File: src/rtl/dino_defines.svh
`ifndef DINO_DEFINES_SVH
`define DINO_DEFINES_SVH

// matrix geometry, two panels side by side
`define DINO_ROWS        8
`define DINO_COLS        16
`define DINO_PANEL_COLS  8

// obstacle generator
`define DINO_LFSR_BITS   32
`define DINO_LFSR_RESET  32'h0000_0000

// one load tick then three shift ticks
`define DINO_GAP_TICKS   4

// clocks per strobe
`define DINO_SCROLL_DIV  25000000
`define DINO_SCAN_DIV    25000

`endif
File: src/rtl/dino_pkg.sv
`default_nettype none

`include "dino_defines.svh"

package dino_pkg;

    typedef logic [`DINO_ROWS-1:0] row_mask_t;        // 1 = obstacle in that row
    typedef logic [`DINO_COLS-1:0] field_row_t;       // bit 15 is leftmost
    typedef logic [`DINO_PANEL_COLS-1:0] panel_col_t;
    typedef logic [2:0] row_idx_t;

    // codes taken from the low three lfsr bits
    typedef enum logic [2:0] {
        pat_ground_low   = 3'd0,
        pat_sky_wall     = 3'd1,
        pat_split        = 3'd2,
        pat_ground_low_b = 3'd3,
        pat_edge_pair    = 3'd4,
        pat_clear_a      = 3'd5,
        pat_clear_b      = 3'd6,
        pat_clear_c      = 3'd7
    } pattern_e;

endpackage

`default_nettype wire

File: src/rtl/dino_obstacle_top.sv
`timescale 1ns/1ns
`default_nettype none

`include "dino_defines.svh"

module dino_obstacle_top #(
    parameter int SCROLL_DIV = `DINO_SCROLL_DIV,
    parameter int SCAN_DIV   = `DINO_SCAN_DIV
) (
    input  logic                        clk,
    input  logic                        reset,
    input  logic                        i_seed_load,
    input  logic [`DINO_LFSR_BITS-1:0]  i_seed,
    output dino_pkg::row_mask_t         o_dot_row,
    output dino_pkg::panel_col_t        o_dot_col1,
    output dino_pkg::panel_col_t        o_dot_col2
);

    logic                 scroll_tick;
    logic                 scan_tick;
    dino_pkg::row_mask_t  spawn_mask;
    dino_pkg::field_row_t field_rows [`DINO_ROWS];

    tick_divider #(.DIVISOR(SCROLL_DIV)) scroll_div (
        .clk    (clk),
        .reset  (reset),
        .o_tick (scroll_tick)
    );

    tick_divider #(.DIVISOR(SCAN_DIV)) scan_div (
        .clk    (clk),
        .reset  (reset),
        .o_tick (scan_tick)
    );

    obstacle_spawner obstacle_spawner_i (
        .clk         (clk),
        .reset       (reset),
        .i_tick      (scroll_tick),
        .i_seed_load (i_seed_load),
        .i_seed      (i_seed),
        .o_mask      (spawn_mask)
    );

    scroll_field scroll_field_i (
        .clk     (clk),
        .reset   (reset),
        .i_tick  (scroll_tick),
        .i_mask  (spawn_mask),
        .o_field (field_rows)
    );

    matrix_scan matrix_scan_i (
        .clk        (clk),
        .reset      (reset),
        .i_tick     (scan_tick),
        .i_field    (field_rows),
        .o_dot_row  (o_dot_row),
        .o_dot_col1 (o_dot_col1),
        .o_dot_col2 (o_dot_col2)
    );

endmodule

`default_nettype wire

File: src/rtl/matrix_scan.sv
`timescale 1ns/1ns
`default_nettype none

`include "dino_defines.svh"

module matrix_scan (
    input  logic                 clk,
    input  logic                 reset,
    input  logic                 i_tick,
    input  dino_pkg::field_row_t i_field [`DINO_ROWS],
    output dino_pkg::row_mask_t  o_dot_row,
    output dino_pkg::panel_col_t o_dot_col1,
    output dino_pkg::panel_col_t o_dot_col2
);

    dino_pkg::row_idx_t   row_cnt;
    dino_pkg::row_mask_t  row_sel;
    dino_pkg::field_row_t cur_row;

    assign cur_row = i_field[row_cnt];

    // active low, row 0 drives the top bit
    always_comb begin
        row_sel = '1;
        row_sel[`DINO_ROWS - 1 - int'(row_cnt)] = 1'b0;
    end

    always_ff @(posedge clk or negedge reset) begin
        if (!reset) begin
            row_cnt    <= '0;
            o_dot_row  <= '1;                        // all rows off
            o_dot_col1 <= '0;
            o_dot_col2 <= '0;
        end else if (i_tick) begin
            o_dot_row  <= row_sel;
            o_dot_col1 <= cur_row[`DINO_COLS-1:`DINO_PANEL_COLS];   // left panel
            o_dot_col2 <= cur_row[`DINO_PANEL_COLS-1:0];
            row_cnt    <= row_cnt + 1'b1;            // wraps after 7
        end
    end

endmodule

`default_nettype wire

File: src/rtl/scroll_field.sv
`timescale 1ns/1ns
`default_nettype none

`include "dino_defines.svh"

module scroll_field (
    input  logic                 clk,
    input  logic                 reset,
    input  logic                 i_tick,
    input  dino_pkg::row_mask_t  i_mask,
    output dino_pkg::field_row_t o_field [`DINO_ROWS]
);

    localparam int GAP_W = $clog2(`DINO_GAP_TICKS);
    localparam logic [GAP_W-1:0] GAP_LAST = GAP_W'(`DINO_GAP_TICKS - 1);

    logic [GAP_W-1:0]     gap_cnt;
    logic                 load_tick;
    logic                 shift_tick;
    logic [1:0]           stage [`DINO_ROWS];     // obstacle waiting off the right edge
    dino_pkg::field_row_t field_map [`DINO_ROWS];

    assign load_tick  = i_tick && (gap_cnt == GAP_LAST);
    assign shift_tick = i_tick && (gap_cnt != GAP_LAST);

    always_ff @(posedge clk or negedge reset) begin
        if (!reset) begin
            gap_cnt <= '0;
        end else if (load_tick) begin
            gap_cnt <= '0;
        end else if (shift_tick) begin
            gap_cnt <= gap_cnt + 1'b1;
        end
    end

    // each row is one 18-bit chain, field on top of the staging pair
    always_ff @(posedge clk or negedge reset) begin
        if (!reset) begin
            for (int r = 0; r < `DINO_ROWS; r++) begin
                stage[r]     <= '0;
                field_map[r] <= '0;
            end
        end else if (load_tick) begin
            for (int r = 0; r < `DINO_ROWS; r++) begin
                stage[r] <= {2{i_mask[r]}};            // two columns wide
            end
        end else if (shift_tick) begin
            for (int r = 0; r < `DINO_ROWS; r++) begin
                field_map[r] <= {field_map[r][`DINO_COLS-2:0], stage[r][1]};
                stage[r]     <= {stage[r][0], 1'b0};
            end
        end
    end

    assign o_field = field_map;

endmodule

`default_nettype wire

File: src/rtl/obstacle_spawner.sv
`timescale 1ns/1ns
`default_nettype none

`include "dino_defines.svh"

module obstacle_spawner (
    input  logic                        clk,
    input  logic                        reset,
    input  logic                        i_tick,
    input  logic                        i_seed_load,
    input  logic [`DINO_LFSR_BITS-1:0]  i_seed,
    output dino_pkg::row_mask_t         o_mask
);

    // row masks, row 0 at the top of the matrix
    localparam dino_pkg::row_mask_t MASK_GROUND = 8'b1110_0000;
    localparam dino_pkg::row_mask_t MASK_SKY    = 8'b0000_1111;
    localparam dino_pkg::row_mask_t MASK_SPLIT  = 8'b1100_0011;
    localparam dino_pkg::row_mask_t MASK_EDGES  = 8'b1000_0001;
    localparam dino_pkg::row_mask_t MASK_CLEAR  = 8'b0000_0000;

    logic [`DINO_LFSR_BITS-1:0] lfsr;
    logic                       feedback;
    dino_pkg::pattern_e         pat_code;
    dino_pkg::row_mask_t        pat_mask;

    // xnor taps 32,22,2,1; all ones is the lock-up state
    assign feedback = ~(lfsr[31] ^ lfsr[21] ^ lfsr[1] ^ lfsr[0]);

    assign pat_code = dino_pkg::pattern_e'(lfsr[2:0]);

    always_comb begin
        case (pat_code)
            dino_pkg::pat_ground_low:   pat_mask = MASK_GROUND;
            dino_pkg::pat_sky_wall:     pat_mask = MASK_SKY;
            dino_pkg::pat_split:        pat_mask = MASK_SPLIT;
            dino_pkg::pat_ground_low_b: pat_mask = MASK_GROUND;
            dino_pkg::pat_edge_pair:    pat_mask = MASK_EDGES;
            dino_pkg::pat_clear_a:      pat_mask = MASK_CLEAR;
            dino_pkg::pat_clear_b:      pat_mask = MASK_CLEAR;
            dino_pkg::pat_clear_c:      pat_mask = MASK_CLEAR;
            default:                    pat_mask = MASK_CLEAR;
        endcase
    end

    always_ff @(posedge clk or negedge reset) begin
        if (!reset) begin
            lfsr   <= `DINO_LFSR_RESET;
            o_mask <= '0;
        end else if (i_seed_load) begin
            lfsr <= i_seed;                          // seed beats tick
        end else if (i_tick) begin
            lfsr   <= {lfsr[`DINO_LFSR_BITS-2:0], feedback};
            o_mask <= pat_mask;                      // from the old state
        end
    end

endmodule

`default_nettype wire

File: src/rtl/tick_divider.sv
`timescale 1ns/1ns
`default_nettype none

module tick_divider #(
    parameter int DIVISOR = 2
) (
    input  logic clk,
    input  logic reset,
    output logic o_tick
);

    localparam int CNT_W = (DIVISOR > 1) ? $clog2(DIVISOR) : 1;
    localparam logic [CNT_W-1:0] CNT_LAST = CNT_W'(DIVISOR - 1);

    logic [CNT_W-1:0] count;
    logic             wrap;

    assign wrap = (count == CNT_LAST);

    always_ff @(posedge clk or negedge reset) begin
        if (!reset) begin
            count  <= '0;
            o_tick <= 1'b0;
        end else begin
            o_tick <= wrap;                  // one cycle wide
            if (wrap) begin
                count <= '0;
            end else begin
                count <= count + 1'b1;
            end
        end
    end

endmodule

`default_nettype wire

File: config.mk
export PLATFORM = sky130hd
export DESIGN_NAME = dino_obstacle_top
export DESIGN_NICKNAME = d
export VERILOG_FILES = /design/src/rtl/dino_pkg.sv /design/src/rtl/dino_obstacle_top.sv /design/src/rtl/matrix_scan.sv /design/src/rtl/scroll_field.sv /design/src/rtl/obstacle_spawner.sv /design/src/rtl/tick_divider.sv
export VERILOG_INCLUDE_DIRS = /design/src /design/src/rtl
export SDC_FILE = /design/constraint.sdc
export NUM_CORES = 1
export LEC_CHECK = 0
export BUFFER_PORTS_ARGS = -buffer_cell sky130_fd_sc_hd__clkbuf_2
export CAP_MARGIN = 20
export CELL_PAD_IN_SITES_DETAIL_PLACEMENT = 1
export CELL_PAD_IN_SITES_GLOBAL_PLACEMENT = 2
export CORE_MARGIN = 3
export CORE_UTILIZATION = 45
export DETAILED_ROUTE_END_ITERATION = 8
export GPL_TIMING_DRIVEN = 0
export PLACE_DENSITY = 0.81
export SETUP_SLACK_MARGIN = 0.05
export SLEW_MARGIN = 20
export SYNTH_ARGS = -nofsm -noshare
export SYNTH_HDL_FRONTEND = slang
export SYNTH_SLANG_ARGS = --single-unit
File: constraint.sdc
create_clock -name clk -period 4.14 [get_ports clk]
set_input_delay 1.242 -clock clk [delete_from_list [all_inputs] [get_ports clk]]
set_output_delay 1.242 -clock clk [all_outputs]
set_load 0.02 [all_outputs]
# Yosys cells after proc, flatten, opt, wreduce, memory -nomap -nowiden
# Memories as Yosys holds them, arrays and structs flattened. A register that Yosys moved wholly into a read port is not among the register bits.
# Cells that the tools add are included.
# Widths: inputs -> output; s select.
[totals]
elab_cells = 69
output_inout_bits = 24
mem_bits_ro = 56
inputBits = 35
memories = 1
register_bits = 255
[mem_list]
columns = ["name", "words", "word_bits", "rd", "rd_ports_with_merged_regs", "write_ports", "line_no", "rtl"]
rows = [
  ["(no name shown)", 8, 7, 1, 1, 0, "obstacle_spawner.sv:33", "case (pat_code)"],
]
[classes]
bitwise_logic = 8
order_cmp = 3
n_mux = 13
n_reduce_logical = 8
eq_ne = 4
n_addsub = 5
[op_table]
columns = ["op", "count"]
rows = [
  ["$mux 16", 4],
  ["$mux 32", 2],
  ["$bmux 16 s3", 1],
  ["$ge 32x1->1 const B", 1],
  ["$lt 32x5->1 const B", 1],
  ["$add 25x1->25 const B", 1],
  ["$eq 25x25->1 const B", 1],
  ["$mux 25", 1],
  ["$add 15x1->15 const B", 1],
  ["$eq 15x15->1 const B", 1],
  ["$mux 15", 1],
  ["$not 8->8", 1],
  ["$ge 4x4->1 const B", 1],
  ["$mux 2", 2],
  ["$not 3->4", 1],
  ["$reduce_and 2->1", 2],
  ["$reduce_bool 2->1", 2],
  ["$sub 3x3->4 const A", 1],
  ["$add 3x1->3 const B", 1],
  ["$demux 1 s3", 1],
  ["$logic_and 1x1->1", 3],
  ["$not 1->1", 3],
  ["$xor 1x1->1", 3],
  ["$add 2x1->2 const B", 1],
  ["other kinds (4)", 4],
]

# Depth between registers and ports, before layout
# Gate-level depths: netlist of the first run.
[depth]
depth_word = 6
mapped_depth = 7

# Cells and area by module
# From an unflattened synthesis of the first run, not the netlist that was laid out.
[unflattened]
cells_unflattened = 931
area_unflattened_um2 = 12015.3
[modules_own_cells]
columns = ["module", "instances", "cells_each", "area_per_inst_um2", "seq_area_each_um2"]
rows = [
  ["scroll_field", 1, 347, 5992.0, 3653.5],
  ["matrix_scan", 1, 202, 2078.2, 685.7],
  ["obstacle_spawner", 1, 176, 1795.5, 950.9],
  ["tick_divider at scroll_div", 1, 130, 1340.0, 650.6],
  ["tick_divider at scan_div", 1, 76, 809.5, 400.4],
]

# Worst setup path before layout of the first run
# No wires, ideal clock.
[synth_path]
path_kind = "in2reg"
startpoint = "input port i_seed_load"
endpoint = "register obstacle_spawner_i.o_mask[0]"
setup_time_ns = 0.135
path_stages = 4
path_slack_ns = 2.002
n_path_buf = 2
arrival_time_ns = 2.002
cell_sequence = "clkbuf_1 > nand2b_1 > clkbuf_1 > o21ai_0"
[synth_via]
elab_chain_len = 2
[synth_lines]
columns = ["item", "line_no", "rtl"]
rows = [
  ["start, declared", "dino_obstacle_top.sv:12", "input logic i_seed_load,"],
  ["$not 1->1 (no line)", "--", ""],
  ["$reduce_and 2->1 (no line)", "--", ""],
  ["end, declared", "obstacle_spawner.sv:12", "output dino_pkg::row_mask_t o_mask"],
]
# No other way between the ends.
# A chain may end at the register's enable or synchronous reset.

# Worst setup path in the final report of the first run
[layout_path]
startpoint = "register scroll_div.count[0]"
endpoint = "register scroll_div.count[13]"
[layout_via]
elab_chain_len = 2
[layout_lines]
columns = ["item", "line_no", "rtl"]
rows = [
  ["start, declared", "tick_divider.sv:15", "logic [CNT_W-1:0] count;"],
  ["start signal, assigned", "tick_divider.sv:29", "count <= count + 1'b1;"],
  ["$eq 25x25->1", "tick_divider.sv:18", "assign wrap = (count == CNT_LAST);"],
  ["named net scroll_div.wrap", "tick_divider.sv:16", "logic wrap;"],
  ["$mux 25", "tick_divider.sv:26", "if (wrap) begin"],
]
# The timed path passes the listed nets, and every way through them passes these cells.

==> metrics, run 1 <==
outcome finished, final reports clean; Tcrit/Tclk final about 60%; Avg WL per Cell roughly 19 um; placed cells 1129; CTS max path bufs 3; Fin. Hold Viols 0; syn_nets ~840; Max Freq approximately 400 MHz; Core Util, Final 53.5%; largest net degree at the start of global routing 95; kind of critical path reg -> reg; RSZ-0062 raised after global routing false; Post-CTS Repair Setup Buffers 0; CP required roughly 4.5 ns; Clock Sinks between 200 and 250; Hold WC Path Type reg -> reg; Antenna Violating Nets Remaining 0; root buffer cell clkbuf_16; 1st-iter DRT viols ~230; total die area around 23000 um2; RePlAce Congestion around 0.81; synth unique cells 46; Initial Util approximately 46%; total power between 4 and 5 mW; M1 WL 10.1 mm; Routed WL 22.3 mm; layout cells sized above 1 a little under a quarter; Synth Flop Type dfrtp_1; Hold Buf Count CTS 0; Slew @ Worst Pin between 0.9 and 1 ns; Max-Cap Viols 0; fraction of registers with async set/reset 100%; Detail Placement HPWL 15.8 mm; Die W around 150 um; H-tree depth 1; CTS resizes 0; WL met2 around 11 mm; Syn. warnings 0; CP arrival 2.88 ns; die height 151 um; Via density about 5.6; Register Area between 5000 and 6000 um2; CP endpoint kind flip-flop; fin cells 1170; ANT cells 0; Yosys reg bits 217; setup violators final 0; first-pass GRT wire length 37.1 mm; Worst slew margin around 33%; drt drc 0; nets approximately 930; met3 wire length between 1 and 1.5 mm; max-slew violation count 0; Mean Syn Cell Area between 10 and 15 um2; Layout Skew approximately 0.010 ns; TritonCTS clock tree done; Leak 4.94 nW; Mapped Cells 800; highest metal used met4; Syn Std Cell Area about 9500 um2; Global Route Usage Sum between 20% and 30%; # port buffers 57; register area share after synthesis between 50% and 60%; Multi-input gate area between 3000 and 4000 um2; DR pass1 iterations 4; Clock Latency Late Sink approximately 0.51 ns; minimum clock period ~2.5 ns; fill count roughly 2100; clk slew on worst S/H paths approximately 0.06 ns; DR vias about 6500; initial antenna violation count 0; GR Overflow Total 0; Setup crit start kind flip-flop; Pwr Density 395 nW/um2; CTS buffer count 24; Max VDD drop 213 uV; num ports 59; area of the core between 20000 and 25000 um2; critical-path maximum fanout 10; area delta synth->final 15.2%; row cnt 52; vias in the first global route between 7000 and 8000; Post-synth EDFFs 0
## worst paths after layout
path	end	startpoint	depth (start not counted)	slack, ns
min in group asynchronous	scroll_field_i.o_field[44]$_DFFE_PN0P_	reset	1	0.67
hold / removal	scan_div.count[0]$_DFF_PN0_	scan_div.count[0]$_DFF_PN0_	1	0.47
max in group asynchronous	scroll_div.count[14]$_DFF_PN0_	reset	3	2.27
setup / recovery	scroll_div.count[13]$_DFF_PN0_	scroll_div.count[0]$_DFF_PN0_	6	1.65
setup reg to reg	scroll_div.count[13]$_DFF_PN0_	scroll_div.count[0]$_DFF_PN0_	6	1.65
hold reg to reg	scan_div.count[0]$_DFF_PN0_	scan_div.count[0]$_DFF_PN0_	1	0.47
## sequential cells by signal, indices dropped and copies added, names as in the netlist
signal,flops
matrix_scan_i.o_dot_row,8
scan_div.o_tick,1
scroll_field_i.o_field,96
scroll_div.o_tick,1
matrix_scan_i.row_cnt,3
scan_div.count,15
obstacle_spawner_i.o_mask,6
scroll_field_i.stage,12
scroll_div.count,25
matrix_scan_i.o_dot_col2,8
obstacle_spawner_i.lfsr,32
scroll_field_i.gap_cnt,2
matrix_scan_i.o_dot_col1,8
## layout make-up
type / instances / share of cell area [%]
Buffer: 50 / 1.80
Clock buffer: 40 / 6.86
Clock inverter: 1 / 0.0456
Inverter: 11 / 0.376
Multi-Input combinational cell: 522 / 35.1
Sequential cell: 217 / 49.6
Tap cell: 270 / 3.08
Timing Repair Buffer: 59 / 3.18
## cells by family after synthesis
family                   count (synthesis)  share of synthesized area (%)
flip-flops                             217                           57.1
multiplexers                           146                           16.6
AO/OA/AOI/OAI                          149                           10.0
adder cells (fa/ha/maj)                  7                          0.919
AND/OR/NAND/NOR                        190                           9.90
XOR/XNOR                                30                           2.90
buffers and inverters                   61                           2.51
## power by group
| group | leakage, nW | total [mW] | switching (mW) | internal [mW] |
|---|---|---|---|---|
| clock | 0.372 | 2.04 | 0.815 | 1.22 |
| sequential | 2.92 | 2.17 | 0.0205 | 2.15 |
| combinational | 1.66 | 0.124 | 0.0777 | 0.0460 |
| total | 4.94 | 4.33 | 0.913 | 3.42 |
## stage by stage
stage | setup WS, ns | setup TNS, ns | hold slack (ns) | cell area (um2)
floorplan | 2.00 | 0 | 0.433 | 9530
global placement | -2.31 | -485.23 | 0.445 | 10100
detailed placement | 1.61 | 0 | 0.460 | 10200
CTS | 1.60 | 0 | 0.468 | 11000
global route | 1.39 | 0 | 0.510 | 11000
finish | 1.65 | 0 | 0.467 | 11000
## layer usage
layer | vias to the layer above | global-route usage, %
met5 | - | 0
met4 | 0 | 4.40
met3 | 28 | 3.96
met2 | 131 | 34.2
met1 | 3300 | 26.9
li1 | 3039 | -
## critical path, cell delays in order (launching register included)
cell      delay [ns]
dfrtp_1         0.39
ha_1            0.24
nor4bb_1        0.30
nand4_1         0.17
nor3_1          0.79
buf_2           0.38
nor2_1          0.09
## cell usage in the layout, fill, tap and decap left out, types with 3 or more instances in the layout
cell type	Yosys	layout
a21o_1	7	7
a21oi_1	17	17
a221oi_1	7	7
a22oi_1	23	23
a2bb2oi_1	9	9
a31oi_1	20	20
and2_1	3	3
and3_1	5	5
and4_1	3	3
buf_2	8	8
clkbuf_1	41	49
clkbuf_16	0	25
clkbuf_2	0	56
clkbuf_8	0	8
dfrtp_1	209	209
dfstp_2	8	8
ha_1	7	7
inv_1	11	11
mux2_2	98	98
mux2i_1	48	48
nand2_1	63	63
nand2b_1	4	4
nand3_1	18	18
nand4_1	9	9
nor2_1	48	48
nor2b_1	5	5
nor3_1	6	6
nor4_1	5	5
nor4b_1	3	3
nor4bb_1	3	3
o21ai_0	51	51
o2bb2ai_1	8	8
o31ai_1	5	5
or3_1	4	4
or4_1	3	3
xnor2_1	17	17
xor2_1	12	12
## synth_stat cells (all sizes together) (7+ instances only)
| cell type | instances | share of area (%) |
|---|---|---|
| inv | 11 | 0.43 |
| a2bb2oi | 9 | 0.83 |
| nand3 | 19 | 1.1 |
| mux2i | 48 | 5.0 |
| xor2 | 12 | 1.1 |
| ha | 7 | 0.92 |
| o2bb2ai | 8 | 0.74 |
| nor2 | 48 | 1.9 |
| xnor2 | 17 | 1.6 |
| a21oi | 17 | 0.89 |
| buf | 9 | 0.46 |
| dfstp | 8 | 2.2 |
| a221oi | 7 | 0.64 |
| a21o | 7 | 0.55 |
| a22oi | 23 | 1.8 |
| mux2 | 98 | 12 |
| o21ai | 51 | 2.7 |
| nand4 | 10 | 0.81 |
| dfrtp | 209 | 55 |
| nand2 | 63 | 2.5 |
| clkbuf | 41 | 1.6 |
| a31oi | 20 | 1.3 |
(Power assumes the default switching activity.)
==> inputs of run 2 (changes only) <==
--- a/config.mk
+++ b/config.mk
@@ -11,10 +11,10 @@
 export CELL_PAD_IN_SITES_DETAIL_PLACEMENT = 1
 export CELL_PAD_IN_SITES_GLOBAL_PLACEMENT = 2
 export CORE_MARGIN = 3
-export CORE_UTILIZATION = 45
+export CORE_UTILIZATION = 38
 export DETAILED_ROUTE_END_ITERATION = 8
 export GPL_TIMING_DRIVEN = 0
-export PLACE_DENSITY = 0.81
+export PLACE_DENSITY = 0.72
 export SETUP_SLACK_MARGIN = 0.05
 export SLEW_MARGIN = 20
 export SYNTH_ARGS = -nofsm -noshare
==> constraint.sdc (replaced) <==
create_clock -name clk -period 2.1 [get_ports clk]
set_input_delay 0.63 -clock clk [delete_from_list [all_inputs] [get_ports clk]]
set_output_delay 0.63 -clock clk [all_outputs]
set_load 0.02 [all_outputs]
==> run 2 against run 1 <==
Against the previous run:
- first-iteration DRC count up 41%
- wire length is 5.2% higher
- non-clock buffer count unchanged
- register-to-register slack worse by 1.5 ns
- global-route usage is 2.6 points lower
- hold slack worse by 0.44 ns
- die area is 18% higher
- sequential power up 97%
- final cell count increased by 4.9%
- flip-flop and latch count is the same
- highest routed layer unchanged
- via count up 1.2%
==> metrics, run 2 (same netlist as run 1, synthesis figures left out) <==
outcome finished, final reports clean; initial antenna violation count 0; Die W approximately 160 um; worst setup path startpoint scroll_field_i.gap_cnt[0]$_DFFE_PN0P_; H-tree depth 1; GRT busiest layer met2; CP arrival 2.34 ns; RePlAce Congestion around 0.78; critical-path maximum fanout 10; Reg power frac about half; vias in the first global route 7200; CP required about 2.5 ns; Largest register FFs 96; pre-CTS setup slack -0.441 ns; area of the core 24500 um2; TritonCTS clock tree done; clock network fraction of total power 48.8%; row cnt 57; area delta synth->final 17.7%; RR Endpoint scroll_field_i.o_field[3]$_DFFE_PN0P_; setup violators final 0; worst path buffer plus inverter count 3; Max VDD drop between 300 and 400 uV; slowest cell on the critical path dfrtp_1; Avg WL per Cell 19.1 um; layout cells sized above 1 27.5%; Slew @ Worst Pin just over 0.7 ns; # port buffers 57; first-pass GRT wire length 38.2 mm; Via density around 5.4; Initial Util 38.9%; Register Area 5440 um2; R2R Setup Slk around 0.14 ns; final worst setup slack 0.142 ns; max-slew violation count 0; ANT cells 0; Power Internal 6.96 mW; Clock Latency Late Sink about 0.5 ns; root buffer cell clkbuf_16; Global Route met3 Usage 2.82%; Crit path top cell by count buf_4; CTS max path bufs 3; critical path's top delay family buffers and inverters; Pwr Density between 700 and 800 nW/um2; CP Cell Sequence ha_1, nor2b_1, clkbuf_2, buf_4, buf_4, mux2_2; RSZ-0062 raised after global routing true; Antenna Violating Nets Remaining 0; Multi-input gate area just under 4000 um2; CTS buffer count 25; commonest cells after routing, fill and taps aside dfrtp_1 (209), mux2_2 (98), clkbuf_2 (68), nand2_1 (63), o21ai_0 (51); Routed WL roughly 23 mm; Global Route Usage Sum between 10% and 20%; nets ~930; fill count between 2000 and 3000; Max-Cap Viols 0; die height approximately 160 um; switching share of power about a fifth; Fin. Hold Viols 0; DR vias 6576; commonest non-fill, non-tap cell in the layout dfrtp_1; met1 usage a little under a quarter; Max stage delay on crit path ~0.39 ns; Tcrit/Tclk final a little over 90%; GR Layer Usage met2 just over 30%; Detail Placement HPWL roughly 17 mm; drt drc 0; Comb pwr share under 10%; Worst R2R Path Depth 6; placed inst area 10300 um2; switching pwr 1.87 mW; Final Instance Area around 11000 um2; DR pass1 iterations 4; GR Overflow Total 0; Hold Buf Count CTS 0; kind of critical path reg -> reg; 1st-iter DRT viols 321; Layout Skew 0.0138 ns; total power 8.83 mW; Clock Sinks 217; clk slew on worst S/H paths 0.06 ns; minimum clock period a little under 2 ns; Hold WC Path Type in -> async; CP endpoint kind flip-flop; Setup crit start kind flip-flop; Leak approximately 5.1 nW; R2R Path Start scroll_field_i.gap_cnt[0]$_DFFE_PN0P_; total die area around 27000 um2; largest net degree at the start of global routing 93; Worst slew margin between 50% and 60%; Max Freq roughly 500 MHz; num ports 59
## run 2: cell count changes in the layout (fill, tap and decap cells not counted), sizes merged
cell / change
bufinv: +2
clkinv: +5
buf: +1
clkinvlp: +1
clkbuf: -6
## run 2: per-stage QoR
stage,utilization (%),hold WS (ns),setup TNS [ns],instances
floorplan,-,0.334,0,800
global placement,41.8,0.446,-816.37,1181
detailed placement,42.0,0.467,-17.30,1183
CTS,45.6,0.0255,0,1228
global route,45.8,0.0395,0,1227
finish,45.8,0.0315,0,1227
## run 2: layout make-up
cell class,count,area share (%)
buffer,48,1.99
clock buffer,35,6.45
clock inverter,9,0.870
inverter,11,0.368
multi-input combinational,522,34.9
sequential,217,48.5
tap,324,3.62
timing repair buffer,61,3.25
## run 2: metal layers
layer,wire length (um),share of wire (%)
met3,942,4.0
met5,0,0
met4,640,2.7
met1,10400,44
met2,11500,49
## run 2: what timing repair did
action,in CTS,in global routing
setup endpoints to repair,105,35
pin swaps,1,0
resized for setup,19,20
buffers inserted,2,0
endpoints found under the hold margin,0,0
## run 2: worst register-to-register path: stages (launching register included)
cell and delay (ns):
dfrtp_1 0.39, ha_1 0.29, nor2b_1 0.14, clkbuf_2 0.19, buf_4 0.23, buf_4 0.23
mux2_2 0.36
## run 2: power groups by stage
stage / combinational (mW) / clock [mW] / sequential [mW]
after floorplan: 0.0959 / 0 / 4.34
after global placement: 0.227 / 0 / 4.35
after detailed placement: 0.254 / 0 / 4.35
after CTS: 0.256 / 4.43 / 4.28
after global routing: 0.287 / 4.60 / 4.28
final: 0.245 / 4.31 / 4.28
## run 2: how the worst max path moves through the flow
stage,to,slack (ns),cells past startpoint
global placement,obstacle_spawner_i.lfsr[16]$_DFFE_PN0P_,-3.78,1
detailed placement,scroll_div.count[14]$_DFF_PN0_,-0.44,6
floorplan,scroll_field_i.o_field[0]$_DFFE_PN0P_,0.25,6
CTS,matrix_scan_i.o_dot_col1[1]$_DFFE_PN0P_,0.03,7
finish,scroll_field_i.o_field[3]$_DFFE_PN0P_,0.14,6
global route,matrix_scan_i.o_dot_col1[1]$_DFFE_PN0P_,0.04,7
